`src/design/rv_exec_pkg.sv`:
```
package rv_exec_pkg;

	// Datapath and PC width
	localparam int XLEN = 32;
	// Register index width
	localparam int REG_ADDR_W = 5;
	// Sequential PC step
	localparam int INST_BYTES = 4;

	// Major opcodes kept on this path
	// Any other value decodes as illegal
	typedef enum logic [6:0] {
		OP     = 7'b0110011,
		OP_IMM = 7'b0010011,
		LUI    = 7'b0110111,
		AUIPC  = 7'b0010111,
		BRANCH = 7'b1100011,
		JAL    = 7'b1101111,
		JALR   = 7'b1100111
	} opcode_e;

	// ALU operations
	// SUB and the set-less-than ops double as branch compares
	typedef enum logic [2:0] {
		ADD,
		SUB,
		AND,
		OR,
		XOR,
		SLT,
		SLTU
	} alu_op_e;

	// Shifter operations
	typedef enum logic [1:0] {
		SLL,
		SRL,
		SRA
	} shift_op_e;

	// Write-back data source
	typedef enum logic [2:0] {
		WB_ALU,
		WB_SHIFT,
		WB_IMM,
		WB_LINK,
		WB_NONE
	} wb_sel_e;

endpackage

```
`src/design/exec_op_if.sv`:
```
`timescale 1ns/10ps

interface exec_op_if;
	import rv_exec_pkg::*;

	// Strobe for one decoded operation
	logic op_valid;
	// ALU side
	alu_op_e alu_op;
	logic [XLEN-1:0] opnd_a;
	logic [XLEN-1:0] opnd_b;
	// Shifter side
	shift_op_e shift_op;
	logic [$clog2(XLEN)-1:0] shift_amt;
	// Write-back control
	wb_sel_e wb_sel;
	logic [REG_ADDR_W-1:0] rd_addr;
	logic rd_wen;
	// Control transfer
	logic is_branch;
	logic [2:0] branch_funct;
	logic is_jal;
	logic is_jalr;
	logic [XLEN-1:0] pc;
	logic [XLEN-1:0] imm;
	logic illegal;

	modport producer (
		output op_valid, alu_op, opnd_a, opnd_b, shift_op, shift_amt,
		output wb_sel, rd_addr, rd_wen, is_branch, branch_funct, is_jal, is_jalr,
		output pc, imm, illegal
	);

	modport consumer (
		input op_valid, alu_op, opnd_a, opnd_b, shift_op, shift_amt,
		input wb_sel, rd_addr, rd_wen, is_branch, branch_funct, is_jal, is_jalr,
		input pc, imm, illegal
	);

endinterface

```
`src/design/barrel_shifter.sv`:
```
`timescale 1ns/10ps

module barrel_shifter (
	input  logic                         clk,
	exec_op_if.consumer                  op,
	output logic [rv_exec_pkg::XLEN-1:0] shift_result
);
	import rv_exec_pkg::*;

	logic [XLEN-1:0] shift_d;

	always_comb begin
		case (op.shift_op)
			SRL:     shift_d = op.opnd_a >> op.shift_amt;
			// Sign bit fills from the left
			SRA:     shift_d = $signed(op.opnd_a) >>> op.shift_amt;
			default: shift_d = op.opnd_a << op.shift_amt;
		endcase
	end

	// Runs alongside the ALU, merge stage picks which one to use
	always_ff @(posedge clk) begin
		if (op.op_valid) begin
			shift_result <= shift_d;
		end
	end

endmodule

```
`src/design/inst_decoder.sv`:
```
`timescale 1ns/10ps

module inst_decoder (
	input  logic                         clk,
	input  logic                         rst,
	input  logic                         inst_valid,
	input  logic [rv_exec_pkg::XLEN-1:0] inst,
	input  logic [rv_exec_pkg::XLEN-1:0] pc,
	input  logic [rv_exec_pkg::XLEN-1:0] rs1_data,
	input  logic [rv_exec_pkg::XLEN-1:0] rs2_data,
	exec_op_if.producer                  op
);
	import rv_exec_pkg::*;

	opcode_e opcode;
	logic [2:0] funct3;
	logic [6:0] funct7;
	logic [REG_ADDR_W-1:0] rd;
	logic f7_zero;
	logic f7_alt;
	logic [XLEN-1:0] imm_i;
	logic [XLEN-1:0] imm_b;
	logic [XLEN-1:0] imm_u;
	logic [XLEN-1:0] imm_j;
	logic [XLEN-1:0] imm_d;
	logic [XLEN-1:0] opnd_a_d;
	logic [XLEN-1:0] opnd_b_d;
	alu_op_e alu_op_d;
	shift_op_e shift_op_d;
	wb_sel_e wb_sel_d;
	logic legal;

	// Instruction fields
	assign opcode = opcode_e'(inst[6:0]);
	assign rd     = inst[11:7];
	assign funct3 = inst[14:12];
	assign funct7 = inst[31:25];
	// Only all-zero or bit 30 set are meaningful funct7 values here
	assign f7_zero = (funct7 == 7'b0000000);
	assign f7_alt  = (funct7 == 7'b0100000);

	// Immediate formats, all sign-extended
	assign imm_i = {{(XLEN-12){inst[31]}}, inst[31:20]};
	assign imm_b = {{(XLEN-13){inst[31]}}, inst[31], inst[7], inst[30:25], inst[11:8], 1'b0};
	assign imm_u = {inst[31:12], 12'b0};
	assign imm_j = {{(XLEN-21){inst[31]}}, inst[31], inst[19:12], inst[20], inst[30:21], 1'b0};

	always_comb begin
		legal      = 1'b1;
		imm_d      = '0;
		alu_op_d   = ADD;
		shift_op_d = SLL;
		wb_sel_d   = WB_NONE;
		case (opcode)
			OP, OP_IMM: begin
				if (opcode == OP_IMM) begin
					imm_d = imm_i;
				end
				wb_sel_d = WB_ALU;
				case (funct3)
					// SUB exists in register form only
					3'b000: alu_op_d = (opcode == OP && f7_alt) ? SUB : ADD;
					3'b001: begin
						wb_sel_d   = WB_SHIFT;
						shift_op_d = SLL;
						legal      = f7_zero;
					end
					3'b010: alu_op_d = SLT;
					3'b011: alu_op_d = SLTU;
					3'b100: alu_op_d = XOR;
					3'b101: begin
						wb_sel_d   = WB_SHIFT;
						shift_op_d = funct7[5] ? SRA : SRL;
						legal      = f7_zero | f7_alt;
					end
					3'b110: alu_op_d = OR;
					default: alu_op_d = AND;
				endcase
				// Register form allows bit 30 only on ADD/SUB and SRL/SRA
				if (opcode == OP &&
					!(f7_zero || (f7_alt && (funct3 == 3'b000 || funct3 == 3'b101)))) begin
					legal = 1'b0;
				end
			end
			LUI: begin
				imm_d    = imm_u;
				wb_sel_d = WB_IMM;
			end
			AUIPC: begin
				imm_d    = imm_u;
				wb_sel_d = WB_ALU;
			end
			BRANCH: begin
				imm_d = imm_b;
				// EQ/NE on the subtract, the rest on signed or unsigned less-than
				if (funct3[2]) begin
					alu_op_d = funct3[1] ? SLTU : SLT;
				end else begin
					alu_op_d = SUB;
				end
				legal = (funct3[2:1] != 2'b01);
			end
			JAL: begin
				imm_d    = imm_j;
				wb_sel_d = WB_LINK;
			end
			JALR: begin
				// Target rs1 + imm comes out of the ALU adder
				imm_d    = imm_i;
				wb_sel_d = WB_LINK;
				legal    = (funct3 == 3'b000);
			end
			default: legal = 1'b0;
		endcase
		// Illegal ops write nothing back
		if (!legal) begin
			wb_sel_d = WB_NONE;
		end
	end

	// Operand select
	assign opnd_a_d = (opcode == AUIPC) ? pc : rs1_data;
	assign opnd_b_d = (opcode == OP_IMM || opcode == AUIPC || opcode == JALR) ? imm_d : rs2_data;

	always_ff @(posedge clk) begin
		if (rst) begin
			op.op_valid <= 1'b0;
		end else begin
			op.op_valid <= inst_valid;
		end
	end

	// Decoded payload, qualified downstream by op_valid
	always_ff @(posedge clk) begin
		op.alu_op       <= alu_op_d;
		op.opnd_a       <= opnd_a_d;
		op.opnd_b       <= opnd_b_d;
		op.shift_op     <= shift_op_d;
		// shamt and rs2 both sit in the low bits of operand b
		op.shift_amt    <= opnd_b_d[$clog2(XLEN)-1:0];
		op.wb_sel       <= wb_sel_d;
		op.rd_addr      <= rd;
		op.rd_wen       <= (wb_sel_d != WB_NONE) && (rd != '0);
		op.is_branch    <= legal && (opcode == BRANCH);
		op.branch_funct <= funct3;
		op.is_jal       <= legal && (opcode == JAL);
		op.is_jalr      <= legal && (opcode == JALR);
		op.pc           <= pc;
		op.imm          <= imm_d;
		op.illegal      <= !legal;
	end

endmodule

```
`src/design/int_alu.sv`:
```
`timescale 1ns/10ps

module int_alu (
	input  logic                         clk,
	exec_op_if.consumer                  op,
	output logic [rv_exec_pkg::XLEN-1:0] alu_result,
	output logic                         alu_zero,
	output logic                         alu_less
);
	import rv_exec_pkg::*;

	logic [XLEN-1:0] sum;
	logic [XLEN:0] diff_ext;
	logic lt_unsigned;
	logic lt_signed;
	logic less;
	logic [XLEN-1:0] result_d;

	assign sum = op.opnd_a + op.opnd_b;
	// One subtractor feeds SUB and both less-than flavours
	assign diff_ext = {1'b0, op.opnd_a} - {1'b0, op.opnd_b};
	// Borrow out means a < b unsigned
	assign lt_unsigned = diff_ext[XLEN];
	// Signs differ: the negative one is smaller
	assign lt_signed = (op.opnd_a[XLEN-1] != op.opnd_b[XLEN-1]) ?
		op.opnd_a[XLEN-1] : diff_ext[XLEN-1];
	assign less = (op.alu_op == SLTU) ? lt_unsigned : lt_signed;

	always_comb begin
		case (op.alu_op)
			SUB:     result_d = diff_ext[XLEN-1:0];
			AND:     result_d = op.opnd_a & op.opnd_b;
			OR:      result_d = op.opnd_a | op.opnd_b;
			XOR:     result_d = op.opnd_a ^ op.opnd_b;
			SLT,
			SLTU:    result_d = {{(XLEN-1){1'b0}}, less};
			default: result_d = sum;
		endcase
	end

	// Result and branch flags line up with the merge stage registers
	always_ff @(posedge clk) begin
		if (op.op_valid) begin
			alu_result <= result_d;
			alu_zero   <= (result_d == '0);
			alu_less   <= less;
		end
	end

endmodule

```
`src/design/rv_exec_core.sv`:
```
`timescale 1ns/10ps

module rv_exec_core (
	input  logic                               clk,
	input  logic                               rst,
	input  logic                               inst_valid,
	input  logic [rv_exec_pkg::XLEN-1:0]       inst,
	input  logic [rv_exec_pkg::XLEN-1:0]       pc,
	input  logic [rv_exec_pkg::XLEN-1:0]       rs1_data,
	input  logic [rv_exec_pkg::XLEN-1:0]       rs2_data,
	output logic                               result_valid,
	output logic                               rd_wen,
	output logic [rv_exec_pkg::REG_ADDR_W-1:0] rd_addr,
	output logic [rv_exec_pkg::XLEN-1:0]       rd_data,
	output logic [rv_exec_pkg::XLEN-1:0]       next_pc,
	output logic                               branch_taken,
	output logic                               illegal_inst
);
	import rv_exec_pkg::*;

	logic [XLEN-1:0] alu_result;
	logic alu_zero;
	logic alu_less;
	logic [XLEN-1:0] shift_result;

	// Decoded operation shared by both units and the merge stage
	exec_op_if op_bus ();

	inst_decoder u_decoder (
		.clk        (clk),
		.rst        (rst),
		.inst_valid (inst_valid),
		.inst       (inst),
		.pc         (pc),
		.rs1_data   (rs1_data),
		.rs2_data   (rs2_data),
		.op         (op_bus)
	);

	int_alu u_alu (
		.clk        (clk),
		.op         (op_bus),
		.alu_result (alu_result),
		.alu_zero   (alu_zero),
		.alu_less   (alu_less)
	);

	barrel_shifter u_shifter (
		.clk          (clk),
		.op           (op_bus),
		.shift_result (shift_result)
	);

	// Results appear two edges after inst_valid
	writeback_merge u_merge (
		.clk          (clk),
		.rst          (rst),
		.op           (op_bus),
		.alu_result   (alu_result),
		.alu_zero     (alu_zero),
		.alu_less     (alu_less),
		.shift_result (shift_result),
		.result_valid (result_valid),
		.rd_wen       (rd_wen),
		.rd_addr      (rd_addr),
		.rd_data      (rd_data),
		.next_pc      (next_pc),
		.branch_taken (branch_taken),
		.illegal_inst (illegal_inst)
	);

endmodule

```
`src/design/writeback_merge.sv`:
```
`timescale 1ns/10ps

module writeback_merge (
	input  logic                               clk,
	input  logic                               rst,
	exec_op_if.consumer                        op,
	input  logic [rv_exec_pkg::XLEN-1:0]       alu_result,
	input  logic                               alu_zero,
	input  logic                               alu_less,
	input  logic [rv_exec_pkg::XLEN-1:0]       shift_result,
	output logic                               result_valid,
	output logic                               rd_wen,
	output logic [rv_exec_pkg::REG_ADDR_W-1:0] rd_addr,
	output logic [rv_exec_pkg::XLEN-1:0]       rd_data,
	output logic [rv_exec_pkg::XLEN-1:0]       next_pc,
	output logic                               branch_taken,
	output logic                               illegal_inst
);
	import rv_exec_pkg::*;

	logic valid_q;
	logic rd_wen_q;
	logic is_branch_q;
	logic is_jal_q;
	logic is_jalr_q;
	logic illegal_q;
	wb_sel_e wb_sel_q;
	logic [2:0] branch_funct_q;
	logic [REG_ADDR_W-1:0] rd_addr_q;
	logic [XLEN-1:0] pc_q;
	logic [XLEN-1:0] imm_q;
	logic cond_met;
	logic [XLEN-1:0] target;
	logic [XLEN-1:0] link_pc;

	// Control flags, all qualified by op_valid
	always_ff @(posedge clk) begin
		if (rst) begin
			valid_q     <= 1'b0;
			rd_wen_q    <= 1'b0;
			is_branch_q <= 1'b0;
			is_jal_q    <= 1'b0;
			is_jalr_q   <= 1'b0;
			illegal_q   <= 1'b0;
		end else begin
			valid_q     <= op.op_valid;
			rd_wen_q    <= op.op_valid & op.rd_wen;
			is_branch_q <= op.op_valid & op.is_branch;
			is_jal_q    <= op.op_valid & op.is_jal;
			is_jalr_q   <= op.op_valid & op.is_jalr;
			illegal_q   <= op.op_valid & op.illegal;
		end
	end

	// Same edge as the unit results
	always_ff @(posedge clk) begin
		wb_sel_q       <= op.wb_sel;
		branch_funct_q <= op.branch_funct;
		rd_addr_q      <= op.rd_addr;
		pc_q           <= op.pc;
		imm_q          <= op.imm;
	end

	// funct3[2] picks less-than over equal, funct3[0] inverts
	assign cond_met     = branch_funct_q[2] ? alu_less : alu_zero;
	assign branch_taken = is_branch_q & (cond_met ^ branch_funct_q[0]);

	// Shared target adder for branches and JAL
	assign target  = pc_q + imm_q;
	assign link_pc = pc_q + XLEN'(INST_BYTES);

	always_comb begin
		case (wb_sel_q)
			WB_ALU:   rd_data = alu_result;
			WB_SHIFT: rd_data = shift_result;
			WB_IMM:   rd_data = imm_q;
			WB_LINK:  rd_data = link_pc;
			default:  rd_data = '0;
		endcase
	end

	always_comb begin
		if (branch_taken || is_jal_q) begin
			next_pc = target;
		end else if (is_jalr_q) begin
			// rs1 + imm from the ALU, low bit dropped
			next_pc = {alu_result[XLEN-1:1], 1'b0};
		end else begin
			next_pc = link_pc;
		end
	end

	assign result_valid = valid_q;
	assign rd_wen       = rd_wen_q;
	assign rd_addr      = rd_addr_q;
	assign illegal_inst = illegal_q;

endmodule

```
`config.mk`:
```
export PLATFORM = sky130hd
export DESIGN_NAME = rv_exec_core
export DESIGN_NICKNAME = d
export VERILOG_FILES = /design/src/design/rv_exec_pkg.sv /design/src/design/exec_op_if.sv /design/src/design/barrel_shifter.sv /design/src/design/inst_decoder.sv /design/src/design/int_alu.sv /design/src/design/rv_exec_core.sv /design/src/design/writeback_merge.sv
export SDC_FILE = /design/constraint.sdc
export NUM_CORES = 1
export LEC_CHECK = 0
export ABC_AREA = 1
export BUFFER_PORTS_ARGS = -buffer_cell sky130_fd_sc_hd__clkbuf_2
export CORE_MARGIN = 4
export CORE_UTILIZATION = 40
export DETAILED_ROUTE_END_ITERATION = 7
export PLACE_DENSITY = 0.6
export REMOVE_ABC_BUFFERS = 1
export SYNTH_ARGS = -nofsm -noshare
export SYNTH_HDL_FRONTEND = slang
export SYNTH_SLANG_ARGS = --single-unit
```
`constraint.sdc`:
```
create_clock -name clk -period 11.2 [get_ports clk]
set_input_delay 0.56 -clock clk [delete_from_list [all_inputs] [get_ports clk]]
set_output_delay 0.56 -clock clk [all_outputs]
set_load 0.02 [all_outputs]
```
==> Yosys cells after proc, flatten, opt, wreduce, memory -nomap -nowiden <==
Cells that the tools add are included.
{ "totals": {"regBits": 302, "latchBits": 0, "ram_bits": 0, "mem_bits_ro": 0, "in_bits": 131, "out_inout_bits": 73, "elab_cells": 127, "n_memories": 0} }
{ "op_classes": {"add_sub_neg": 4, "n_mul": 0, "n_div": 0, "n_lt_le_gt_ge": 0, "n_eq_ne": 28, "n_shift": 3, "muxes": 24, "bitwise_logic": 11, "n_reduce_logical": 26} }
{ "ops": {"columns": ["cell", "count"], "rows": [
  ["32-bit one-hot mux with 5 select lines", 2],
  ["32-bit two-way mux", 5],
  ["32-bit one-hot mux with 4 select lines", 1],
  ["32-bit adder", 2],
  ["32-bit one-hot mux with 2 select lines", 1],
  ["32-bit by 32-bit subtractor with 33-bit output", 1],
  ["32-bit by 3-bit adder with 32-bit output (second input constant)", 1],
  ["32-bit bitwise AND", 1],
  ["32-bit zero test", 1],
  ["32-bit OR", 1],
  ["32-bit by 5-bit left shift with 32-bit output", 1],
  ["32-bit by 5-bit right shift with 32-bit output", 1],
  ["32-bit by 5-bit >>> shifter with 32-bit output", 1],
  ["32-bit XOR", 1],
  ["7-bit by 6-bit == test with 1-bit output (second input constant)", 3],
  ["7-bit == test (second input constant)", 3],
  ["3-bit by 2-bit == test with 1-bit output (second input constant)", 6],
  ["3-bit == test (second input constant)", 6],
  ["3-bit one-hot mux with 6 select lines", 1],
  ["7-bit by 5-bit == test with 1-bit output (second input constant)", 2],
  ["3-bit one-hot mux with 4 select lines", 1],
  ["2-bit OR reduction", 5],
  ["3-bit by 1-bit == test with 1-bit output (second input constant)", 3],
  ["1-bit logical AND", 7],
  ["other kinds (21)", 39]
]} }

==> Longest topological paths before layout <==
Gate-level depths: netlist (run 1).
{ "logic_depth": {"ltp_word": 11, "depth_mapped": 23, "ltp_nobuf": 21} }

==> Modules after synthesis <==
From an unflattened synthesis (run 1), not the netlist that was laid out.
{ "unflattened": {"cells_unflattened": 3693, "area_unflattened_um2": 23337.4} }
{ "modules_own_cells": {"columns": ["mod", "instances", "cells_each", "area_each_um2", "seq_area_each_um2"], "rows": [
  ["int_alu", 1, 1362, 7744.9, 1021.0],
  ["writeback_merge", 1, 1069, 6384.9, 1601.5],
  ["inst_decoder", 1, 466, 4789.6, 3002.9],
  ["barrel_shifter", 1, 796, 4418.0, 960.9]
]} }

==> Worst setup path before layout (run 1) <==
No wires, ideal clock.
{ "synth_timing": {"path_type": "register to register", "start": "register u_decoder.op.opnd_b[3]", "end": "register u_alu.alu_zero (data pin)", "setup_ns": 0.138, "t_arrival_ns": 3.502, "required_ns": 11.062, "setup_slack_ns": 7.560, "stages_incl_launch_ff": 24, "n_path_buf": 4, "period_less_slack_ns": 3.640, "cell_sequence": "dfxtp_1 clkbuf_1 clkinv_1 clkbuf_1 clkbuf_1 ha_1 buf_4 nor2_1 nand2_1 nor2_1 nand2_1 nand3_2 nand2_1 nand3_1 a311oi_1 fa_1 nor2_1 a211oi_1 nand2_1 nor2_1 nand2_1 nor2_1 nand2_1 nor2_1"} }
{ "synth_via": {"word_cells_on_any_way": 9, "cone_classes": "add/sub (2); mux (3); bitwise (3); reduce/logical (1)"} }
{ "synth_lines": {"columns": ["element", "line_no", "rtl"], "rows": [
  ["start, declared", "exec_op_if.sv:29", "output op_valid, alu_op, opnd_a, opnd_b, shift_op, shift_amt,"],
  ["start signal, assigned", "inst_decoder.sv:137", "op.opnd_b <= opnd_b_d;"],
  ["32-bit adder or 32-bit by 32-bit subtractor with 33-bit output (tied branches)", "int_alu.sv:19, int_alu.sv:21", null],
  ["32-bit one-hot mux with 5 select lines (*)", "int_alu.sv:30", "case (op.alu_op)"],
  ["via u_alu.result_d[31]", "int_alu.sv:17", "logic [XLEN-1:0] result_d;"],
  ["32-bit zero test (*)", "int_alu.sv:45", "alu_zero <= (result_d == '0);"],
  ["end signal, assigned", "int_alu.sv:45", null],
  ["end, declared", "int_alu.sv:7", "output logic alu_zero,"]
]} }
The timed path passes the listed nets; every way through them passes the cells marked *.
A chain may end at the register's enable or synchronous reset.

==> Worst setup path in the final report (run 1) <==
{ "layout_timing": {"start": "register u_decoder.op.opnd_b[4]", "end": "register u_alu.alu_zero (data pin)"} }
{ "layout_via": {"elab_chain_len": 5, "word_cells_on_any_way": 9, "cone_classes": "add/sub (2); mux (3); bitwise (3); reduce/logical (1)"} }
{ "layout_rtl": {"columns": ["element", "line_no", "rtl"], "rows": [
  ["32-bit by 32-bit subtractor with 33-bit output (*)", "int_alu.sv:21", "assign diff_ext = {1'b0, op.opnd_a} - {1'b0, op.opnd_b};"],
  ["1-bit two-way mux", "int_alu.sv:25", "assign lt_signed = (op.opnd_a[XLEN-1] != op.opnd_b[XLEN-1]) ?"],
  ["1-bit two-way mux (*)", "int_alu.sv:27", "assign less = (op.alu_op == SLTU) ? lt_unsigned : lt_signed;"],
  ["via u_alu.less", "int_alu.sv:16", "logic less;"],
  ["32-bit one-hot mux with 5 select lines (*)", "int_alu.sv:30", null],
  ["via u_alu.result_d[0]", "int_alu.sv:17", null],
  ["32-bit zero test (*)", "int_alu.sv:45", null]
]} }
Marks and branches as above.

==> results of run 1 <==
cell type report:
type,count,area share [%]
clock buffer,47,4.12
tap,696,3.58
timing repair buffer,224,4.83
clock inverter,17,0.628
sequential,295,27.0
multi-input combinational,2370,52.7
inverter,461,7.12
antenna,1,0.0103
how the worst min path moves through the flow:
| stage | end | slack (ns) | depth (start not counted) |
|---|---|---|---|
| after detailed placement | u_merge.imm_q[14] | 0.31 | 0 |
| final | u_decoder.op.pc[11] | 0.12 | 1 |
| after global routing | u_decoder.op.pc[11] | 0.10 | 1 |
| after floorplan | u_merge.branch_funct_q[0] | 0.31 | 0 |
| after global placement | u_merge.imm_q[21] | 0.31 | 0 |
| after CTS | u_decoder.op.pc[11] | 0.09 | 1 |
state kept, by name, summed over array words and instances, names as in the netlist, 2 cells and up:
| name | count |
|---|---|
| u_merge.pc_q | 32 |
| u_decoder.op.opnd_b | 32 |
| u_decoder.op.branch_funct | 2 |
| u_decoder.op.imm | 32 |
| u_merge.wb_sel_q | 3 |
| u_alu.alu_result | 32 |
| u_decoder.op.shift_op | 2 |
| u_merge.branch_funct_q | 2 |
| u_decoder.op.wb_sel | 3 |
| u_decoder.op.opnd_a | 32 |
| u_decoder.op.alu_op | 3 |
| u_merge.rd_addr | 5 |
| u_shifter.shift_result | 32 |
| u_merge.imm_q | 32 |
| u_decoder.op.pc | 32 |
| u_decoder.op.rd_addr | 5 |
worst max-delay path, stage by stage (launching register included):
cell	delay, ns
dfxtp_1	0.31
buf_4	0.33
clkinv_1	0.37
ha_1	0.53
nor2_1	0.29
nand2_1	0.11
nor2_1	0.11
nand2_1	0.08
nand3_2	0.13
nand2_1	0.09
nand3_1	0.11
a311oi_1	0.11
fa_1	0.38
nand2_1	0.07
nand2_1	0.15
nand2_1	0.09
nand3_1	0.10
nor3_1	0.18
nand3_1	0.22
nor2_1	0.15
per-stage QoR:
step | power, uW | setup slack, ns | utilization [%] | cells | cell area (sq um)
after floorplan | 1650 | 6.03 | - | 3126 | 21100
after global placement | 1940 | 7.32 | 42.9 | 4046 | 23100
after detailed placement | 1940 | 7.22 | 42.9 | 4046 | 23100
after CTS | 3080 | 7.10 | 45.1 | 4110 | 24300
after global routing | 3210 | 6.78 | 45.1 | 4110 | 24300
final | 3080 | 7.10 | 45.1 | 4111 | 24300
cell usage after synthesis, drive strengths merged, types with 4 or more instances:
| cell type | n |
|---|---|
| a21oi | 193 |
| a221oi | 7 |
| a22o | 14 |
| a22oi | 4 |
| a31oi | 12 |
| a32oi | 4 |
| and2 | 6 |
| and3 | 4 |
| buf | 73 |
| clkbuf | 58 |
| clkinv | 4 |
| dfxtp | 229 |
| edfxtp | 66 |
| fa | 4 |
| ha | 131 |
| inv | 457 |
| mux2 | 57 |
| mux2i | 13 |
| nand2 | 920 |
| nand3 | 199 |
| nand4 | 44 |
| nor2 | 265 |
| nor3 | 27 |
| nor4 | 7 |
| o2111ai | 14 |
| o211ai | 34 |
| o21a | 10 |
| o21ai | 265 |
| o21bai | 11 |
| o221ai | 8 |
| o22ai | 30 |
| or2 | 14 |
| xnor2 | 11 |
| xor2 | 30 |
cell families after synthesis:
family	share of synthesized area (%)
multiplexers	3.54
buffers and inverters	11.1
adder cells (fa/ha/maj)	7.89
XOR/XNOR	1.65
AO/OA/AOI/OAI	16.8
AND/OR/NAND/NOR	28.9
flip-flops	30.1
power groups by stage:
stage	Combinational [uW]	Sequential (uW)	Clock [uW]
finish	719	1220	1150
floorplan	433	1220	0
CTS	701	1220	1170
global route	783	1220	1210
detailed placement	697	1240	0
global placement	702	1240	0
metal layers:
layer	wire length (um)	part of all wire, %	vias up	global-route usage (%)
li1	-	-	10900	-
met1	41800	44	10400	44.7
met2	39900	42	1154	47.1
met3	9040	9.6	163	5.59
met4	3910	4.1	0	11.6
met5	0	0	-	0
==> flow_summary.yaml, run 1 <==
status:
  status: "finished, final reports clean"
sta:
  min_period_over_period_pct: 36.6
  grt_setup_unrepaired: "false"
  hold_viol_final: 0
  tightest_slew_ns: 1.40
  finClkSkew_ns: 0.0420
  fmax_ghz: 0.244
  tns_ns: 0
  setup_viol: 0
  slew-limit-headroom_pct: 5.41
  slew_viol_final: 0
  period_needed_ns: 4.10
  hold_ws_ns: 0.118
clocking:
  cts_buffer_depth: 3
  cts_setup_buffers: 0
  cts_root_buf: "clkbuf_16"
  cts_resized: 0
  cts.hold.buffers_added: 0
  cts_made_buffers: 35
  htree_levels: 2
  tritoncts: "yes"
  clk_latency_ns: 0.56
  cts.sinks: 295
  clk_pin_slew_ns: 0.06
worst_setup_path:
  cp_max_fo: 33
  rrSetupSlack_ns: 7.10
  arrival_ns: 4.49
  required_ns: 11.60
  r2r-start: "u_decoder.op.opnd_b[4]"
  worstSetupEndpointType: "flop"
  reg2regPathDepth: 19
  rr_endpoint: "u_alu.alu_zero"
  setup.worst_path.start: "u_decoder.op.opnd_b[4]"
  path_class: "reg -> reg"
  crit_end: "u_alu.alu_zero"
  start_kind: "flop"
grt:
  grt_max_degree: 87
  grt_pass1_wl_mm: 135
  grt_pass1_vias: 20400
  track_usage_pct: 31.2
  grt_antenna_before_repair: 1
  overflow: 0
finish:
  finalNetCount: 3653
  drive_gt1_share_pct: 12.5
  multi_input_area_sq_mm: 0.0128
  layout_commonest_cell: "nand2_1"
  seqCellArea_sq_mm: 0.00657
  n_fill_cell: 5693
  most-common-layout-cells: "912 x nand2_1, 448 x inv_1, 245 x o21ai_0, 236 x nor2_1, 226 x dfxtp_1"
  area_growth_pct: 11.5
pwr:
  p_clk_share_pct: 37.2
  swShare_pct: 34.3
  p_per_area_mw_per_mm2: 127
  leakagePower_uw: 0.0119
  max-vdd-ir-drop_uv: 96.8
  switching_power_uw: 1060
  power.share.sequential_pct: 39.5
  intPower_uw: 2020
  combPwrFrac_pct: 23.3
die:
  die-area_sq_mm: 0.0583
  coreArea_sq_mm: 0.0539
  io_pins: 204
  fp-row-count: 85
  die_h_um: 241
  initial_core_util_pct: 40.4
  die_w_um: 241
routing:
  ant_nets: 0
  drc: 0
  routedWlPerCell_um: 23.0
  num_vias: 22700
  via_per_inst: 5.51
  drt_iter0_drc: 2589
  routed_wl_mm: 94.7
  drtPass1Iterations: 6
synthesis:
  yosysTopAreaCell: "dfxtp_1"
  ys_ff_latch: 295
  synth_top_area_share_pct: 21.0
  syn_area_per_cell_sq_um: 6.69
  syn_inst: 3257
  synthDistinctLibCells: 66
  synthTopCellsByArea: "dfxtp_1 21%, nand2_1 16%, edfxtp_1 9.1%"
  ys.flop_type: "dfxtp_1"
  async_flop_share_pct: 0
  yosysWarningCount: 0
  syn_area_sq_mm: 0.0218
  ys_seq_area_share_pct: 30.1
  synth_edf_count: 66
place:
  portBuffers: 203
  dp_hpwl_mm: 77.4
  place.gp.congestion: 1.04
min_path:
  min-delay-start: "pc[11]"
  hold_class: "in -> reg"
flow_run:
  drv_cap: 0
Power figures use the tool's default switching activity.
==> run 2, diff against run 1 <==
--- a/config.mk
+++ b/config.mk
@@ -5,7 +5,7 @@
 export SDC_FILE = /design/constraint.sdc
 export NUM_CORES = 1
 export LEC_CHECK = 0
-export ABC_AREA = 1
+export ABC_AREA = 0
 export BUFFER_PORTS_ARGS = -buffer_cell sky130_fd_sc_hd__clkbuf_2
 export CORE_MARGIN = 4
 export CORE_UTILIZATION = 40
==> constraint.sdc (replaced) <==
create_clock -name clk -period 3.8 [get_ports clk]
set_input_delay 0.19 -clock clk [delete_from_list [all_inputs] [get_ports clk]]
set_output_delay 0.19 -clock clk [all_outputs]
set_load 0.02 [all_outputs]
==> flow_summary.yaml, run 2 <==
status:
  status: "finished with violations"
  violations: "negative setup slack"
synthesis:
  async_flop_share_pct: 0
  ys.flop_type: "dfxtp_1"
  synthTopCellsByCount: "256 x nor2_1, 229 x dfxtp_1, 213 x o21ai_0"
  synth_edf_count: 66
  synthDistinctLibCells: 90
  yosysWarningCount: 0
  syn_inst: 2459
  ys_seq_area_share_pct: 31.9
  ys_ff_latch: 295
  synth.most_common_cell: "nor2_1"
  yosysTopAreaCell: "dfxtp_1"
  syn_area_per_cell_sq_um: 8.38
  syn_area_sq_mm: 0.0206
  synth_top_area_share_pct: 22.3
  synthTopCellsByArea: "dfxtp_1 22%, edfxtp_1 9.6%, ha_1 8.0%"
die:
  fp-row-count: 82
  die_w_um: 235
  die_h_um: 235
  coreArea_sq_mm: 0.0506
  die-area_sq_mm: 0.0552
  io_pins: 204
  initial_core_util_pct: 40.7
min_path:
  hold_depth: 3
  hold_class: "in -> reg"
routing:
  drt_iter0_drc: 2309
  via_per_inst: 5.80
  num_vias: 21700
  routedWlPerCell_um: 24.0
  routed_wl_mm: 89.9
  drc: 0
  ant_nets: 0
  drtPass1Iterations: 5
worst_setup_path:
  arrival_ns: 4.63
  reg2regPathDepth: 22
  worstSetupEndpointType: "flop"
  required_ns: 4.20
  rrSetupSlack_ns: -0.42
  path_class: "reg -> reg"
  start_kind: "flop"
  cp_max_fo: 3
grt:
  grt_antenna_before_repair: 8
  grt_pass1_wl_mm: 133
  grt_max_degree: 89
  overflow: 0
  track_usage_pct: 31.0
  grt_pass1_vias: 21400
clocking:
  clk_pin_slew_ns: 0.07
  clk_latency_ns: 0.58
  cts_made_buffers: 37
  cts_root_buf: "clkbuf_16"
  cts.sinks: 295
  cts_buffer_depth: 3
  htree_levels: 2
  tritoncts: "yes"
pwr:
  max-vdd-ir-drop_uv: 272
  p_clk_share_pct: 36.4
  leakagePower_uw: 0.0121
  power.share.sequential_pct: 35.3
  combPwrFrac_pct: 28.3
  intPower_uw: 6770
  swShare_pct: 32.0
  p_per_area_mw_per_mm2: 359
  switching_power_uw: 3180
finish:
  drive_gt1_share_pct: 28.5
  area_growth_pct: 34.6
  n_fill_cell: 4677
  layout_commonest_cell: "buf_4"
  multi_input_area_sq_mm: 0.0134
  seqCellArea_sq_mm: 0.00660
  finalNetCount: 3304
  most-common-layout-cells: "362 x buf_4, 251 x nor2_1, 206 x dfxtp_1, 200 x o21ai_0, 198 x nand2_1"
flow_run:
  drv_cap: 0
sta:
  grt_setup_unrepaired: "true"
  tightest_slew_ns: 1.11
  period_needed_ns: 4.22
  fin_ws_ns: -0.425
  slew_viol_final: 0
  slew-limit-headroom_pct: 26.1
  min_period_over_period_pct: 111
  hold_viol_final: 0
  finClkSkew_ns: 0.0258
  hold_ws_ns: 0.0300
  fmax_ghz: 0.237
  setup_viol: 4
  tns_ns: -1.02
place:
  portBuffers: 203
  place.gp.congestion: 1.00
  dp_hpwl_mm: 69.8
==> run 2: cell families after synthesis <==
group,share of synthesized area (%)
AOI/OAI and AO/OA,23.2
and+or+nand+nor,16.4
DFF,31.9
buffers and inverters,5.65
muxes,11.6
adders and majority gates,8.35
xor gates and xnor gates,2.89
==> run 2: cell type report <==
cell class	instances	share of cell area, %
inverter	133	1.82
timing repair buffer	694	18.4
clock inverter	17	0.731
antenna	6	0.0541
tap	672	3.03
multi-input combinational	1877	48.4
clock buffer	50	3.74
sequential	295	23.8
==> run 2: worst paths after layout <==
kind / from / end
worst max-delay path: u_decoder.op.opnd_a[3] / u_alu.alu_zero
worst min-delay path: inst[31] / u_decoder.op.imm[11]
worst max register to register: u_decoder.op.opnd_a[3] / u_alu.alu_zero
worst min register to register: u_decoder.op.branch_funct[0] / u_merge.branch_funct_q[0]
==> run 2: metrics by stage <==
stage	setup slack [ns]	std cells	power, uW	cell area [sq um]	util (%)
5_1_grt	-0.733	3739	10300	27700	54.8
3_5_place_dp	-0.856	3524	6080	24400	48.3
6_report	-0.425	3744	9960	27700	54.8
4_1_cts	-0.434	3723	9840	27300	54.0
3_3_place_gp	-0.692	3524	6080	24400	48.3
2_1_floorplan	-2.73	2305	4860	19900	-
==> run 2: what timing repair did <==
| action | in CTS | in global routing |
|---|---|---|
| gates resized for setup | 80 | 84 |
| hold buffers | 121 | 0 |
| endpoints found under the hold margin | 125 | 0 |
| setup buffers | 11 | 16 |
| pin swaps | 39 | 46 |
| endpoints found under the setup margin | 17 | 24 |
==> run 2: power groups by stage <==
stage | Combinational (uW) | Sequential, uW | Clock (uW)
final | 2820 | 3510 | 3630
after global routing | 2990 | 3530 | 3790
after CTS | 2680 | 3510 | 3650
after detailed placement | 2510 | 3570 | 0
after global placement | 2510 | 3560 | 0
after floorplan | 1260 | 3600 | 0
==> run 2: worst max-delay path, cell delays in order (launching register included) <==
cell and delay (ns):
dfxtp_1 0.33, inv_1 0.08, ha_4 0.26, nor2_4 0.17
nand3_2 0.14, a21oi_2 0.18, o211ai_1 0.18, o21ai_2 0.14
a41o_1 0.24, a311o_1 0.23, a21oi_2 0.07, nor2_1 0.09
nor2_1 0.07, fa_2 0.33, mux2i_1 0.15, nor2_1 0.06
a221oi_2 0.16, o21ai_1 0.12, nor4_1 0.27, nand4_1 0.16
nor4_2 0.23, nand4b_1 0.15, nor4b_2 0.24
==> run 2: layer usage <==
layer | part of all wire [%] | vias up | global-route usage, %
li1 | - | 10100 | -
met1 | 43 | 10500 | 43.5
met2 | 45 | 999 | 48.7
met3 | 8.0 | 189 | 4.20
met4 | 4.3 | 0 | 12.2
met5 | 0 | - | 0
